[config.mk]
export PLATFORM = sky130hd
export DESIGN_NAME = trap_unit
export DESIGN_NICKNAME = d
export VERILOG_FILES = /design/src/hw/rv_isa_pkg.sv /design/src/hw/exe_pkg.sv /design/src/hw/trap_unit.sv
export SDC_FILE = /design/constraint.sdc
export NUM_CORES = 1
export LEC_CHECK = 0
export BUFFER_PORTS_ARGS = -buffer_cell sky130_fd_sc_hd__buf_4
export CAP_MARGIN = 10
export CELL_PAD_IN_SITES_DETAIL_PLACEMENT = 2
export CELL_PAD_IN_SITES_GLOBAL_PLACEMENT = 2
export CORE_MARGIN = 8
export CORE_UTILIZATION = 18
export CTS_CLUSTER_DIAMETER = 80
export DETAILED_ROUTE_END_ITERATION = 12
export PLACE_DENSITY_LB_ADDON = 0.1
export SETUP_SLACK_MARGIN = 0.15
export SYNTH_ARGS = -nofsm -noshare
export SYNTH_HDL_FRONTEND = slang
export SYNTH_SLANG_ARGS = --single-unit
[constraint.sdc]
create_clock -name clk -period 2.8 [get_ports clk]
set_clock_uncertainty 0.1 [all_clocks]
set_input_delay 0.14 -clock clk [delete_from_list [all_inputs] [get_ports clk]]
set_output_delay 0.14 -clock clk [all_outputs]
set_load 0.03 [all_outputs]
[src/hw/rv_isa_pkg.sv]
/* RV64 ISA definitions */
`default_nettype none

package rv_isa_pkg;

  // widths fixed by the ISA
  typedef logic [63:0] xlen_t;
  typedef logic [31:0] inst_t;
  typedef logic [4:0]  ridx_t;
  typedef logic [11:0] csr_addr_t;
  typedef logic [4:0]  inst_type_t;
  typedef logic [7:0]  opcode_t;

  localparam inst_type_t TYPE_ALU    = 5'd1;
  localparam inst_type_t TYPE_BRANCH = 5'd2;
  localparam inst_type_t TYPE_JUMP   = 5'd3;
  localparam inst_type_t TYPE_CSR    = 5'd4;
  localparam inst_type_t TYPE_SYSTEM = 5'd5;

  // internal opcodes, assigned by decode
  localparam opcode_t OP_ADD   = 8'h01;
  localparam opcode_t OP_SUB   = 8'h02;
  localparam opcode_t OP_AND   = 8'h03;
  localparam opcode_t OP_OR    = 8'h04;
  localparam opcode_t OP_XOR   = 8'h05;
  localparam opcode_t OP_SLL   = 8'h06;
  localparam opcode_t OP_SRL   = 8'h07;
  localparam opcode_t OP_SLT   = 8'h08;
  localparam opcode_t OP_JAL   = 8'h10;
  localparam opcode_t OP_JALR  = 8'h11;
  localparam opcode_t OP_BEQ   = 8'h12;
  localparam opcode_t OP_BNE   = 8'h13;
  localparam opcode_t OP_CSRRW = 8'h20;
  localparam opcode_t OP_CSRRS = 8'h21;
  localparam opcode_t OP_ECALL = 8'h30;
  localparam opcode_t OP_MRET  = 8'h31;

  // machine CSRs
  localparam csr_addr_t CSR_MSTATUS = 12'h300;
  localparam csr_addr_t CSR_MIE     = 12'h304;
  localparam csr_addr_t CSR_MTVEC   = 12'h305;
  localparam csr_addr_t CSR_MEPC    = 12'h341;
  localparam csr_addr_t CSR_MCAUSE  = 12'h342;
  localparam csr_addr_t CSR_MIP     = 12'h344;

  localparam int MSTATUS_MIE  = 3;
  localparam int MSTATUS_MPIE = 7;
  localparam int MTIE         = 7;
  localparam int MTIP         = 7;

  localparam xlen_t CAUSE_ECALL_M = 64'd11;
  localparam xlen_t CAUSE_MTI     = 64'h8000_0000_0000_0007;

endpackage

`default_nettype wire

[src/hw/exe_pkg.sv]
/* Execute stage types */
`default_nettype none

package exe_pkg;
  import rv_isa_pkg::*;

  typedef struct packed {
    inst_type_t inst_type;
    opcode_t    opcode;
    xlen_t      pc;
    inst_t      inst;
    xlen_t      op1;
    xlen_t      op2;
    // branch target
    xlen_t      op3;
    ridx_t      rd;
    logic       rd_wen;
  } decoded_t;

  typedef struct packed {
    xlen_t pc;
    inst_t inst;
    ridx_t rd;
    logic  rd_wen;
    xlen_t rd_wdata;
    logic  pc_jmp;
    xlen_t pc_jmpaddr;
    // 7 for timer interrupt
    xlen_t intr_no;
  } exe_result_t;

  typedef struct packed {
    csr_addr_t addr;
    logic      ren;
    logic      wen;
    xlen_t     wdata;
  } csr_req_t;

  // which trap sequence to run
  typedef logic [1:0] trap_kind_t;

  localparam trap_kind_t KIND_ECALL = 2'd0;
  localparam trap_kind_t KIND_MRET  = 2'd1;
  localparam trap_kind_t KIND_IRQ   = 2'd2;

  typedef enum logic [2:0] {
    TRAP_IDLE,
    TRAP_VEC,
    TRAP_EPC,
    TRAP_CAUSE,
    TRAP_STATUS,
    TRAP_DONE
  } trap_state_t;

endpackage

`default_nettype wire

[src/hw/trap_unit.sv]
/* Trap sequencer */
`timescale 1ns/1ps
`default_nettype none

module trap_unit
  import rv_isa_pkg::*, exe_pkg::*;
(
  input  logic       clk,
  input  logic       rst,
  input  logic       i_en,
  input  trap_kind_t i_kind,
  input  xlen_t      i_pc,
  input  xlen_t      i_csr_rdata,
  output csr_req_t   o_csr,
  output logic       o_done,
  output xlen_t      o_jmpaddr
);

  trap_state_t state;
  trap_state_t state_nxt;
  xlen_t       jmpaddr_q;
  xlen_t       status_wdata;
  logic        is_mret;

  assign is_mret = (i_kind == KIND_MRET);

  always_ff @(posedge clk) begin
    if (rst) begin
      state <= TRAP_IDLE;
    end else begin
      state <= state_nxt;
    end
  end

  // mtvec on entry, mepc on return
  always_ff @(posedge clk) begin
    if (state == TRAP_VEC) begin
      jmpaddr_q <= i_csr_rdata;
    end
  end

  // mstatus read-modify-write
  always_comb begin
    status_wdata = i_csr_rdata;
    if (is_mret) begin
      status_wdata[MSTATUS_MIE]  = i_csr_rdata[MSTATUS_MPIE];
      status_wdata[MSTATUS_MPIE] = 1'b1;
    end else begin
      status_wdata[MSTATUS_MPIE] = i_csr_rdata[MSTATUS_MIE];
      status_wdata[MSTATUS_MIE]  = 1'b0;
    end
  end

  always_comb begin
    state_nxt = state;
    o_csr     = '0;
    case (state)
      TRAP_IDLE: begin
        if (i_en) begin
          state_nxt = TRAP_VEC;
        end
      end
      TRAP_VEC: begin
        o_csr.addr = is_mret ? CSR_MEPC : CSR_MTVEC;
        o_csr.ren  = 1'b1;
        state_nxt  = is_mret ? TRAP_STATUS : TRAP_EPC;
      end
      TRAP_EPC: begin
        o_csr.addr  = CSR_MEPC;
        o_csr.wen   = 1'b1;
        o_csr.wdata = i_pc;
        state_nxt   = TRAP_CAUSE;
      end
      TRAP_CAUSE: begin
        o_csr.addr  = CSR_MCAUSE;
        o_csr.wen   = 1'b1;
        o_csr.wdata = (i_kind == KIND_IRQ) ? CAUSE_MTI : CAUSE_ECALL_M;
        state_nxt   = TRAP_STATUS;
      end
      TRAP_STATUS: begin
        o_csr.addr  = CSR_MSTATUS;
        o_csr.ren   = 1'b1;
        o_csr.wen   = 1'b1;
        o_csr.wdata = status_wdata;
        state_nxt   = TRAP_DONE;
      end
      TRAP_DONE: state_nxt = TRAP_IDLE;
      default:   state_nxt = TRAP_IDLE;
    endcase
  end

  assign o_done    = (state == TRAP_DONE);
  assign o_jmpaddr = jmpaddr_q;

endmodule

`default_nettype wire

# Word level (Yosys, flattened, before mapping)
# Cells that the tools add are included.
[totals]
output_inout_bits = 143
ff_bits = 67
word_cells = 22
[classes]
n_mux = 10
reduce_logical = 2
n_eq_ne = 8
[ops]
columns = ["operator", "n"]
rows = [
  ["$pmux 65 s3", 1],
  ["$mux 64", 1],
  ["$pmux 10 s4", 1],
  ["$pmux 3 s5", 1],
  ["$mux 7", 1],
  ["$eq 3x2->1 const B", 2],
  ["$eq 3x3->1 const B", 2],
  ["$mux 3", 2],
  ["$eq 3x1->1 const B", 1],
  ["$logic_not 3->1", 1],
  ["$mux 1", 3],
  ["$eq 2x1->1 const B", 1],
  ["$eq 2x2->1 const B", 1],
  ["$ne 2x2->1 const B", 1],
  ["$reduce_or 2->1", 1],
]

# Longest topological paths before layout
[logic_depth]
depth_word = 3
mapped_depth = 6

# Least setup slack after synthesis
# OpenSTA, ideal clock, no wires.
[synth_timing]
path_type = "register -> register"
start = "register state[2]"
end = "register jmpaddr_q[0] (netlist: o_jmpaddr[0]) (enable)"
stages_incl_launch_ff = 4
t_required_ps = 2282
t_arrival_ps = 2145
slack_ps = 137
n_path_buf = 1
path_cell_list = "dfxtp_1 > buf_2 > or3b_1 > inv_1"
[synth_via]
elab_chain_cells = 1
[synth_rtl]
columns = ["element", "line", "source"]
rows = [
  ["start: declaration", "trap_unit.sv:19", "trap_state_t state;"],
  ["start signal: assignment", "trap_unit.sv:31", "state <= state_nxt;"],
  ["$eq 3x1->1", "trap_unit.sv:37", "if (state == TRAP_VEC) begin"],
  ["end signal: assignment", "trap_unit.sv:38", "jmpaddr_q <= i_csr_rdata;"],
  ["end: declaration", "trap_unit.sv:21", "xlen_t jmpaddr_q;"],
]
# No other way between the ends.
# A chain may end at the register's enable or synchronous reset.

==> results.py <==
metrics = {
    "run_status": {
        "status": "finished, final reports clean",
    },
    "drt": {
        "routedWlPerCell_um": 20.6,
        "via_count": 3081,
        "vias_per_cell": 4.11,
        "drt_iter0_markers": 117,
        "ant_nets": 0,
        "drt_pass1_iterations": 4,
        "drc_errors": 0,
        "drt-total-wl_um": 15400,
    },
    "clock_network": {
        "clockBufferDepth": 2,
        "cts_tree": "yes",
        "clkSinkCount": 67,
        "cts_resized": 0,
        "hold_buffers": 65,
        "cts_setup_buffers": 0,
        "root_buffer": "clkbuf_16",
        "insertion_delay_ns": 0.33,
        "cts_buffers": 9,
        "clkTransAtPathRegs_ns": 0.05,
        "htree_num_levels": 3,
    },
    "sta": {
        "post-route-period-util_pct": 80.6,
        "fmax_mhz": 443,
        "min_period_ns": 2.26,
        "rsz0062_at_grt": "no",
        "final-setup-viol-count": 0,
        "slew_viol_final": 0,
        "setup_tns_ns": 0,
        "hold_viol_final": 0,
    },
    "grt": {
        "grt-ovfl-total": 0,
        "grt_max_degree": 35,
        "antenna_found_initial": 0,
        "grt_pass1_vias": 3605,
        "track_usage_pct": 14.3,
        "grt_pass1_wl_um": 21900,
    },
    "floorplanning": {
        "fp.dieW_um": 144,
        "die_h_um": 144,
        "num_rows": 47,
        "dieArea_um2": 20800,
        "start_util_pct": 18.1,
        "io-pin-count": 276,
        "core_um2": 16300,
    },
    "setup_path": {
        "cp-end-kind": "primary output",
        "cp_max_fo": 34,
        "cp_data_arrival_time_ns": 2.02,
        "cp.required_ns": 2.56,
        "crit_type": "reg2out",
        "cp-start-kind": "flip-flop",
    },
    "synth": {
        "yosys_warnings": 0,
        "netlist_instances": 193,
        "ys_seq_area_share_pct": 66.8,
        "ys_ff_latch": 67,
        "synth_area_um2": 2970,
        "yosysUniqueCellTypes": 31,
        "syn_avg_cell_area_um2": 15.4,
    },
    "finish": {
        "layout-drive-gt1-share_pct": 55.7,
        "n_antenna_cell": 0,
        "syn_to_final_growth_pct": 106,
        "fillers": 1760,
        "layout_common_cells": "buf_4, dlygate4sd3_1, edfxtp_1, a22o_1, clkbuf_16",
        "post-route-util_pct": 37.3,
        "multi_input_comb_area_um2": 803,
        "seq_area_um2": 1980,
        "final_common_cell": "buf_4",
        "nNetsFinal": 659,
    },
    "run": {
        "drv_cap": 0,
    },
    "power_and_ir_drop": {
        "finalPower_mw": 3.24,
        "ir_drop_mv": 0.229,
        "leakagePower_nw": 2.75,
        "powerDensity_nw_per_um2": 532,
    },
    "placed_design": {
        "dp_hpwl_um": 11700,
        "finalWeightedCongestion": 0.750,
        "numPortBuffers": 269,
    },
    "hold_path": {
        "min_path_type": "in2reg",
    },
}
## per-layer routing
| layer | vias up | GRT usage, % | share of wire, % |
|---|---|---|---|
| met5 | - | 0 | 0 |
| met3 | 23 | 5.45 | 9.4 |
| li1 | 1429 | - | - |
| met1 | 1467 | 15.5 | 38 |
| met2 | 162 | 24.6 | 50 |
| met4 | 0 | 6.19 | 2.4 |
## power by group
group          internal (mW)  switching [mW]
registers               1.18          0.0234
logic                  0.411           0.542
clock network          0.677           0.407
## kinds of logic after synthesis
kind of cell    Yosys count  share of synthesized area, %
flops                    67                          66.8
simple gates             29                          5.78
other cells               1                         0.126
compound gates           70                          20.0
xor+xnor                  1                         0.295
buf+inv                  25                          6.96
## per-stage QoR
stage	setup slack, ns	cells	instance area [um^2]	hold WS (ns)
finish	0.544	750	6100	0.0714
global placement	0.824	670	5160	0.228
floorplan	0.672	198	2990	0.105
global route	0.375	750	6100	0.0722
CTS	0.504	750	6100	0.0655
detailed placement	0.766	670	5160	0.230
## synth_stat cells
master,number,area [um^2]
a21oi_1,2,10.0
inv_1,1,3.75
nor2b_1,3,18.8
o21ai_1,1,5.00
nor3b_2,1,12.5
dfxtp_1,3,60.1
nand2b_2,1,8.76
and2_1,1,6.26
nand3_1,1,5.00
and3b_1,1,8.76
a211o_1,2,17.5
nand2_1,8,30.0
nand3b_1,1,7.51
a22o_1,58,508
xnor2_1,1,8.76
nor3_1,1,5.00
o21ai_0,3,15.0
buf_6,10,113
a2111oi_1,1,10.0
buf_2,6,30.0
nor2_4,1,11.3
a211oi_2,1,12.5
conb_1,1,3.75
or3b_1,2,17.5
o211ai_1,1,7.51
edfxtp_1,64,1920
nor3b_1,2,15.0
nand2b_1,1,6.26
o2bb2ai_1,1,8.76
nor2_1,5,18.8
buf_4,8,60.1
## path summary, 6_finish.rpt
check,start,endpoint,slack (ns),depth (start not counted)
setup / recovery,state[1],o_csr[26],0.54,5
hold reg to reg,state[2],state[1],0.56,1
hold / removal,i_en,state[0],0.07,3
setup reg to reg,state[1],o_jmpaddr[56],0.83,3
## worst max-delay path: stages, from the launching register on
cell      delay [ns]
dfxtp_1         0.57
nand2b_2        0.20
nor2_4          0.13
buf_4           0.38
a22o_1          0.22
buf_4           0.17
## area by class of cell
type,instances,area share [%]
sequential,67,32.5
inverter,1,0.123
tap,220,4.51
clock buffer,9,3.69
clock inverter,6,0.944
multi-input combinational,106,13.2
timing repair buffer,341,45.1
## flip-flops by register name (all words and copies together) (netlist names)
| name | count |
|---|---|
| o_jmpaddr | 64 |
| state | 3 |
Power figures use the tool's default switching activity.
