### config.mk
export PLATFORM = sky130hd
export DESIGN_NAME = csr_file
export DESIGN_NICKNAME = d
export VERILOG_FILES = /design/src/hw/rv_isa_pkg.sv /design/src/hw/exe_pkg.sv /design/src/hw/csr_file.sv
export SDC_FILE = /design/constraint.sdc
export NUM_CORES = 1
export LEC_CHECK = 0
export BUFFER_PORTS_ARGS = -buffer_cell sky130_fd_sc_hd__buf_4
export CAP_MARGIN = 25
export CORE_MARGIN = 2
export CORE_UTILIZATION = 45
export CTS_CLUSTER_SIZE = 14
export DETAILED_ROUTE_END_ITERATION = 6
export HOLD_SLACK_MARGIN = 0.02
export PLACE_DENSITY = 0.65
export SYNTH_ARGS = -nofsm -noshare
export SYNTH_HDL_FRONTEND = slang
export SYNTH_SLANG_ARGS = --single-unit
### constraint.sdc
create_clock -name clk -period 8.4 [get_ports clk]
set_input_delay 1.68 -clock clk [delete_from_list [all_inputs] [get_ports clk]]
set_output_delay 1.68 -clock clk [all_outputs]
set_load 0.005 [all_outputs]
### src/hw/rv_isa_pkg.sv
/* RV64 ISA definitions */
`default_nettype none

package rv_isa_pkg;

  // widths fixed by the ISA
  typedef logic [63:0] xlen_t;
  typedef logic [31:0] inst_t;
  typedef logic [4:0]  ridx_t;
  typedef logic [11:0] csr_addr_t;
  typedef logic [4:0]  inst_type_t;
  typedef logic [7:0]  opcode_t;

  localparam inst_type_t TYPE_ALU    = 5'd1;
  localparam inst_type_t TYPE_BRANCH = 5'd2;
  localparam inst_type_t TYPE_JUMP   = 5'd3;
  localparam inst_type_t TYPE_CSR    = 5'd4;
  localparam inst_type_t TYPE_SYSTEM = 5'd5;

  // internal opcodes, assigned by decode
  localparam opcode_t OP_ADD   = 8'h01;
  localparam opcode_t OP_SUB   = 8'h02;
  localparam opcode_t OP_AND   = 8'h03;
  localparam opcode_t OP_OR    = 8'h04;
  localparam opcode_t OP_XOR   = 8'h05;
  localparam opcode_t OP_SLL   = 8'h06;
  localparam opcode_t OP_SRL   = 8'h07;
  localparam opcode_t OP_SLT   = 8'h08;
  localparam opcode_t OP_JAL   = 8'h10;
  localparam opcode_t OP_JALR  = 8'h11;
  localparam opcode_t OP_BEQ   = 8'h12;
  localparam opcode_t OP_BNE   = 8'h13;
  localparam opcode_t OP_CSRRW = 8'h20;
  localparam opcode_t OP_CSRRS = 8'h21;
  localparam opcode_t OP_ECALL = 8'h30;
  localparam opcode_t OP_MRET  = 8'h31;

  // machine CSRs
  localparam csr_addr_t CSR_MSTATUS = 12'h300;
  localparam csr_addr_t CSR_MIE     = 12'h304;
  localparam csr_addr_t CSR_MTVEC   = 12'h305;
  localparam csr_addr_t CSR_MEPC    = 12'h341;
  localparam csr_addr_t CSR_MCAUSE  = 12'h342;
  localparam csr_addr_t CSR_MIP     = 12'h344;

  localparam int MSTATUS_MIE  = 3;
  localparam int MSTATUS_MPIE = 7;
  localparam int MTIE         = 7;
  localparam int MTIP         = 7;

  localparam xlen_t CAUSE_ECALL_M = 64'd11;
  localparam xlen_t CAUSE_MTI     = 64'h8000_0000_0000_0007;

endpackage

`default_nettype wire

### src/hw/exe_pkg.sv
/* Execute stage types */
`default_nettype none

package exe_pkg;
  import rv_isa_pkg::*;

  typedef struct packed {
    inst_type_t inst_type;
    opcode_t    opcode;
    xlen_t      pc;
    inst_t      inst;
    xlen_t      op1;
    xlen_t      op2;
    // branch target
    xlen_t      op3;
    ridx_t      rd;
    logic       rd_wen;
  } decoded_t;

  typedef struct packed {
    xlen_t pc;
    inst_t inst;
    ridx_t rd;
    logic  rd_wen;
    xlen_t rd_wdata;
    logic  pc_jmp;
    xlen_t pc_jmpaddr;
    // 7 for timer interrupt
    xlen_t intr_no;
  } exe_result_t;

  typedef struct packed {
    csr_addr_t addr;
    logic      ren;
    logic      wen;
    xlen_t     wdata;
  } csr_req_t;

  // which trap sequence to run
  typedef logic [1:0] trap_kind_t;

  localparam trap_kind_t KIND_ECALL = 2'd0;
  localparam trap_kind_t KIND_MRET  = 2'd1;
  localparam trap_kind_t KIND_IRQ   = 2'd2;

  typedef enum logic [2:0] {
    TRAP_IDLE,
    TRAP_VEC,
    TRAP_EPC,
    TRAP_CAUSE,
    TRAP_STATUS,
    TRAP_DONE
  } trap_state_t;

endpackage

`default_nettype wire

### src/hw/csr_file.sv
/* Machine CSR file */
`timescale 1ns/1ps
`default_nettype none

module csr_file
  import rv_isa_pkg::*, exe_pkg::*;
(
  input  logic     clk,
  input  logic     rst,
  input  csr_req_t i_csr,
  input  logic     i_timer_irq,
  output xlen_t    o_rdata,
  output logic     o_irq_pending
);

  xlen_t mstatus;
  xlen_t mie;
  xlen_t mtvec;
  xlen_t mepc;
  xlen_t mcause;
  xlen_t mip;

  // only MTIP exists, driven by the timer
  always_comb begin
    mip       = '0;
    mip[MTIP] = i_timer_irq;
  end

  always_ff @(posedge clk) begin
    if (rst) begin
      mstatus <= '0;
      mie     <= '0;
      mtvec   <= '0;
      mepc    <= '0;
      mcause  <= '0;
    end else if (i_csr.wen) begin
      case (i_csr.addr)
        CSR_MSTATUS: mstatus <= i_csr.wdata;
        CSR_MIE:     mie     <= i_csr.wdata;
        CSR_MTVEC:   mtvec   <= i_csr.wdata;
        CSR_MEPC:    mepc    <= i_csr.wdata;
        CSR_MCAUSE:  mcause  <= i_csr.wdata;
        default:     mepc    <= mepc;
      endcase
    end
  end

  always_comb begin
    o_rdata = '0;
    if (i_csr.ren) begin
      case (i_csr.addr)
        CSR_MSTATUS: o_rdata = mstatus;
        CSR_MIE:     o_rdata = mie;
        CSR_MTVEC:   o_rdata = mtvec;
        CSR_MEPC:    o_rdata = mepc;
        CSR_MCAUSE:  o_rdata = mcause;
        CSR_MIP:     o_rdata = mip;
        default:     o_rdata = '0;
      endcase
    end
  end

  assign o_irq_pending = mstatus[MSTATUS_MIE] & mie[MTIE] & mip[MTIP];

endmodule

`default_nettype wire

== Word level (Yosys, flattened, before mapping) ==
Cells that the tools add are included.
Storage, ports and cells
  bits in registers: 320
  latch bits: 0
  bits in writable memories: 0
  bits in read-only memories: 0
  output and inout bits: 65
  word-level logic and storage cells: 20
  memories kept: 0
Cells by class
  $add $sub $neg: 0
  multipliers: 0
  div/mod/pow operators: 0
  magnitude comparators: 0
  eq/ne operators: 6
  shifts and indexed selects: 0
  muxes and demuxes: 2
  bitwise logic cells: 2
  reductions and logical operators: 5
Operator list (number)
  $pmux W64 S6: 1
  $eq A12 B10 Y1 const B: 6
  $mux W64: 1
  $reduce_and A2 Y1: 5
  $and A1 B1 Y1: 2

== Longest topological paths before layout ==
  depth after elaboration: 3
  gate-level depth with buffers: 8

== Least setup slack after synthesis ==
Ideal clock, no wire load.
  path type: input to output
  start point: input i_csr[67] (netlist name)
  end point: output o_rdata[10]
  arrival: 3.339 ns
  required time: 6.720 ns
  slack: 3.381 ns
  stages on the path: 6
  path through: buf_6 > or4_4 > nor4_4 > buf_6 > nand2_1 > a211oi_2
Between the ends
  cells in the longest elaborated chain, start to end: 3
RTL lines
  start: declaration: line csr_file.sv:10  | input csr_req_t i_csr,
  $eq A12 B10 Y1: line csr_file.sv:51  | case (i_csr.addr)
  $pmux W64 S6 (*): line csr_file.sv:51
  $mux W64 (*): line csr_file.sv:50  | if (i_csr.ren) begin
  end: declaration: line csr_file.sv:12  | output xlen_t o_rdata,
Mark *: on every way between the ends. The rest lies on a longest branch, timed or not.

== Worst setup path in the final report ==
  start point: input i_csr[77] (netlist name)
  end point: output o_rdata[53]
The elaborated chain is that of the path after synthesis.

==> summary.txt <==
Global routing
  – Antenna violations before repair: 4
  – GR Util All Layers: 22.4%
  – Number of global-route vias before repair: 12895
  – Pin count of the biggest net entering global routing: 163
  – Overflow after GRT: 0
  – Global-route wire length before repair: 69400 µm

Pwr
  – Final Power: 3.28 mW
  – Worst IR drop on VDD: 96.7 µV
  – PD cells: 176 mW/mm²
  – Share of power burned in the clock network: 48.1%
  – Pint: 2.53 mW
  – Combinational cell fraction of total power: 5.7%
  – Static leakage: 7.31 nW
  – Fraction of power spent switching nets: 22.9%
  – Net switching power figure: 752 µW
  – Part of the power in registers: 46.2%

Logic synthesis
  – Count of mapped cells out of synthesis: 1793
  – Avg Synthesized Cell Area: 9.01 µm²
  – Count of unique library cells instantiated by Yosys: 39
  – Sequential cell area fraction in the yosys report: 39.6%
  – Flip-flop and latch count after synthesis: 320
  – Post-Syn Nets: 1874
  – Area of the mapped netlist: 0.0162 mm²
  – Syn. warnings: 0

Placed design
  – Placer Congestion: 0.768
  – Port bufs: 145
  – Sum of net half-perimeters after detailed placement: 26100 µm

Final layout
  – Total number of nets in the final design: 1925
  – Fraction of final layout cells with drive strength greater than 1: 19.6%
  – Post-layout utilization of the core: 52.5%
  – Area growth syn-to-layout: 15.3%

Routing
  – Routed len/inst: 18.4 µm
  – Total DRC errors in the routed layout: 0
  – Detailed-route via count: 12677
  – Final routed wirelength across all metal layers: 42900 µm
  – Via density per instance: 5.43
  – First-pass iteration count of the detailed router: 4
  – Antenna-violating nets left: 0
  – Drt initial violations: 799

Clock tree
  – Count of hold-fix buffers inserted at cts: 0
  – Count of H-tree levels built during CTS: 2
  – Post-CTS setup buffers: 0
  – Clock latency of the later-clocked register in the worst-skew pair: 0.52 ns
  – Resized Gates After CTS: 0
  – Number of buffers on the longest clock path: 3
  – Sink count of the clock tree: 320
  – Clock tree from TritonCTS: yes
  – Register clock-pin slew on the reported worst setup and hold paths: 0.06 ns
  – Number of clock buffers inserted by TritonCTS: 37
  – Clock root buffer master: clkbuf_16

Critical path
  – Cell class contributing the biggest share of worst-path delay: simple AND/OR/NAND/NOR gates
  – Kind of start point of the critical path: primary input
  – CP bufs+invs: 3
  – Ordered list of cells on the worst path: buf_4 -> nor4bb_1 -> and2_2 -> buf_4 -> o21ai_0 -> a211oi_2 -> buf_4
  – Crit path max-delay cell type: and2_2
  – CP Capture Type: primary output
  – Highest cell delay on the worst timing path: 0.98 ns
  – Highest fanout seen on the critical path: 44
  – CP most frequent cell: buf_4
  – CP Data Required Time: 6.72 ns
  – Worst EP arrival: 4.52 ns
  – Worst Setup Path Type: primary input to primary output

Die
  – Die extent in x: 193 µm
  – Floorplan die height: 193 µm
  – Ports placed on the boundary: 146
  – Count of standard-cell rows: 69
  – Area inside the core boundary: 0.0355 mm²
  – Starting density of the core: 45.5%
  – Area of the die: 0.0374 mm²

Worst hold path
  – Worst hold path class: flip-flop to flip-flop

Timing
  – Period utilisation layout: 73.8%
  – Slew at the pin closest to its max-slew limit: 1.02 ns
  – Final number of max-transition violations: 0
  – Final count of negative-setup-slack endpoints: 0
  – Crit path time final: 6.20 ns
  – RSZ-0062 raised after global routing: false
  – Setup tns final: 0 ns
  – Top achievable clock speed: 161 MHz
  – Final hold vios: 0
  – Clock skew after layout: 0 ns
  – Worst Hold Slack: 0.447 ns
  – Relative max-transition margin: 31.8%

Outcome
  – Outcome: complete, no violations

Flow run
  – Reported max-cap violation count: 0
state kept, by name, summed over array words and instances, names as in the netlist:
| name | count |
|---|---|
| mie | 64 |
| mtvec | 64 |
| mepc | 64 |
| mcause | 64 |
| mstatus | 64 |
cells in the mapped netlist (all sizes together):
cell type	instances	share of area, %
mux2i	320	20
nor4b	2	0.19
a211oi	64	4.8
o22ai	1	0.039
nand3	65	2.0
o22a	1	0.054
xor2	1	0.054
or4b	1	0.062
nor3b	1	0.046
a21oi	128	4.0
nand3b	1	0.046
nand4bb	1	0.070
and4	1	0.054
o21ai	63	2.0
nand4	4	0.15
nor2	66	1.5
nor2b	1	0.039
nand2	194	4.5
or3b	63	3.4
and2	2	0.077
buf	55	1.9
nor4bb	1	0.062
nand2b	320	12
a2bb2oi	1	0.054
or4	1	0.070
nor3	2	0.062
dfxtp	320	40
or3	1	0.039
and3b	1	0.054
maj3	1	0.062
clkbuf	106	2.5
inv	1	0.023
nor4	1	0.13
and3	2	0.077
final cells by class:
type / count / area [µm²]
Inverter: 1 / 3.75
Antenna cell: 4 / 10.0
Fill cell: 3196 / 16800
Sequential cell: 320 / 6410
Multi-Input combinational cell: 1311 / 9080
Timing Repair Buffer: 173 / 1360
Tap cell: 461 / 577
Clock inverter: 12 / 91.3
Clock buffer: 51 / 1100
power groups by stage:
| stage | logic (mW) | registers, mW | clock network, mW |
|---|---|---|---|
| after floorplan | 0.110 | 1.55 | 0 |
| after global placement | 0.180 | 1.55 | 0 |
| after detailed placement | 0.186 | 1.55 | 0 |
| after CTS | 0.186 | 1.52 | 1.61 |
| after global routing | 0.199 | 1.52 | 1.67 |
| final | 0.188 | 1.52 | 1.58 |
cells in the final DEF, fill, tap and decap left out, types with 4 or more instances in the layout:
cell and n:
o21ai_0 53, nand2b_1 320, clkinv_2 9, clkbuf_8 8, nand2_1 193, nand3_1 64
dfxtp_1 320, buf_4 168, a211oi_2 60, a21oi_1 128, mux2i_1 320, or3b_2 63
a211oi_1 4, diode_2 4, nor2_1 66, o21ai_1 10, nand4_1 4, clkbuf_16 39
clkbuf_1 4
worst reg2reg max path: cells and delay by family, from the launching register on:
kind / cells / cell delay, ns
flip-flops: 1 / 0.36
AND/OR/NAND/NOR: 1 / 0.07
AO/OA/AOI/OAI: 1 / 0.17
stage by stage:
stage / setup WS (ns) / instance area, µm² / cells
2_1_floorplan: 3.38 / 16200 / 1793
3_3_place_gp: 2.25 / 17300 / 2262
3_5_place_dp: 2.22 / 17400 / 2265
4_1_cts: 2.19 / 18600 / 2328
5_1_grt: 2.04 / 18600 / 2330
6_report: 2.20 / 18600 / 2333
cells by family after synthesis:
group,synth area share (%)
compound gates,10.9
xor+xnor,0.0542
fa+ha+maj,0.0620
buf+inv,4.43
flops,39.6
mux,19.8
simple gates,25.1
worst paths after layout:
path | slack [ns] | start | endpoint | cells past startpoint
setup / recovery | 2.20 | i_csr[77] | o_rdata[53] | 7
hold / removal | 0.45 | mepc[49]$_SDFFE_PP0P_ | mepc[49]$_SDFFE_PP0P_ | 2
setup reg to reg | 7.73 | mepc[20]$_SDFFE_PP0P_ | mepc[20]$_SDFFE_PP0P_ | 2
hold reg to reg | 0.45 | mepc[49]$_SDFFE_PP0P_ | mepc[49]$_SDFFE_PP0P_ | 2
metal layers:
| layer | up-vias | GRT usage [%] | wire [µm] | share of wire [%] |
|---|---|---|---|---|
| li1 | 6195 | - | - | - |
| met5 | - | 0 | 0 | 0 |
| met2 | 245 | 37.8 | 20200 | 47 |
| met3 | 68 | 3.33 | 1730 | 4.0 |
| met1 | 6169 | 29.6 | 19800 | 46 |
| met4 | 0 | 6.96 | 1180 | 2.7 |
(Power assumes the default switching activity.)
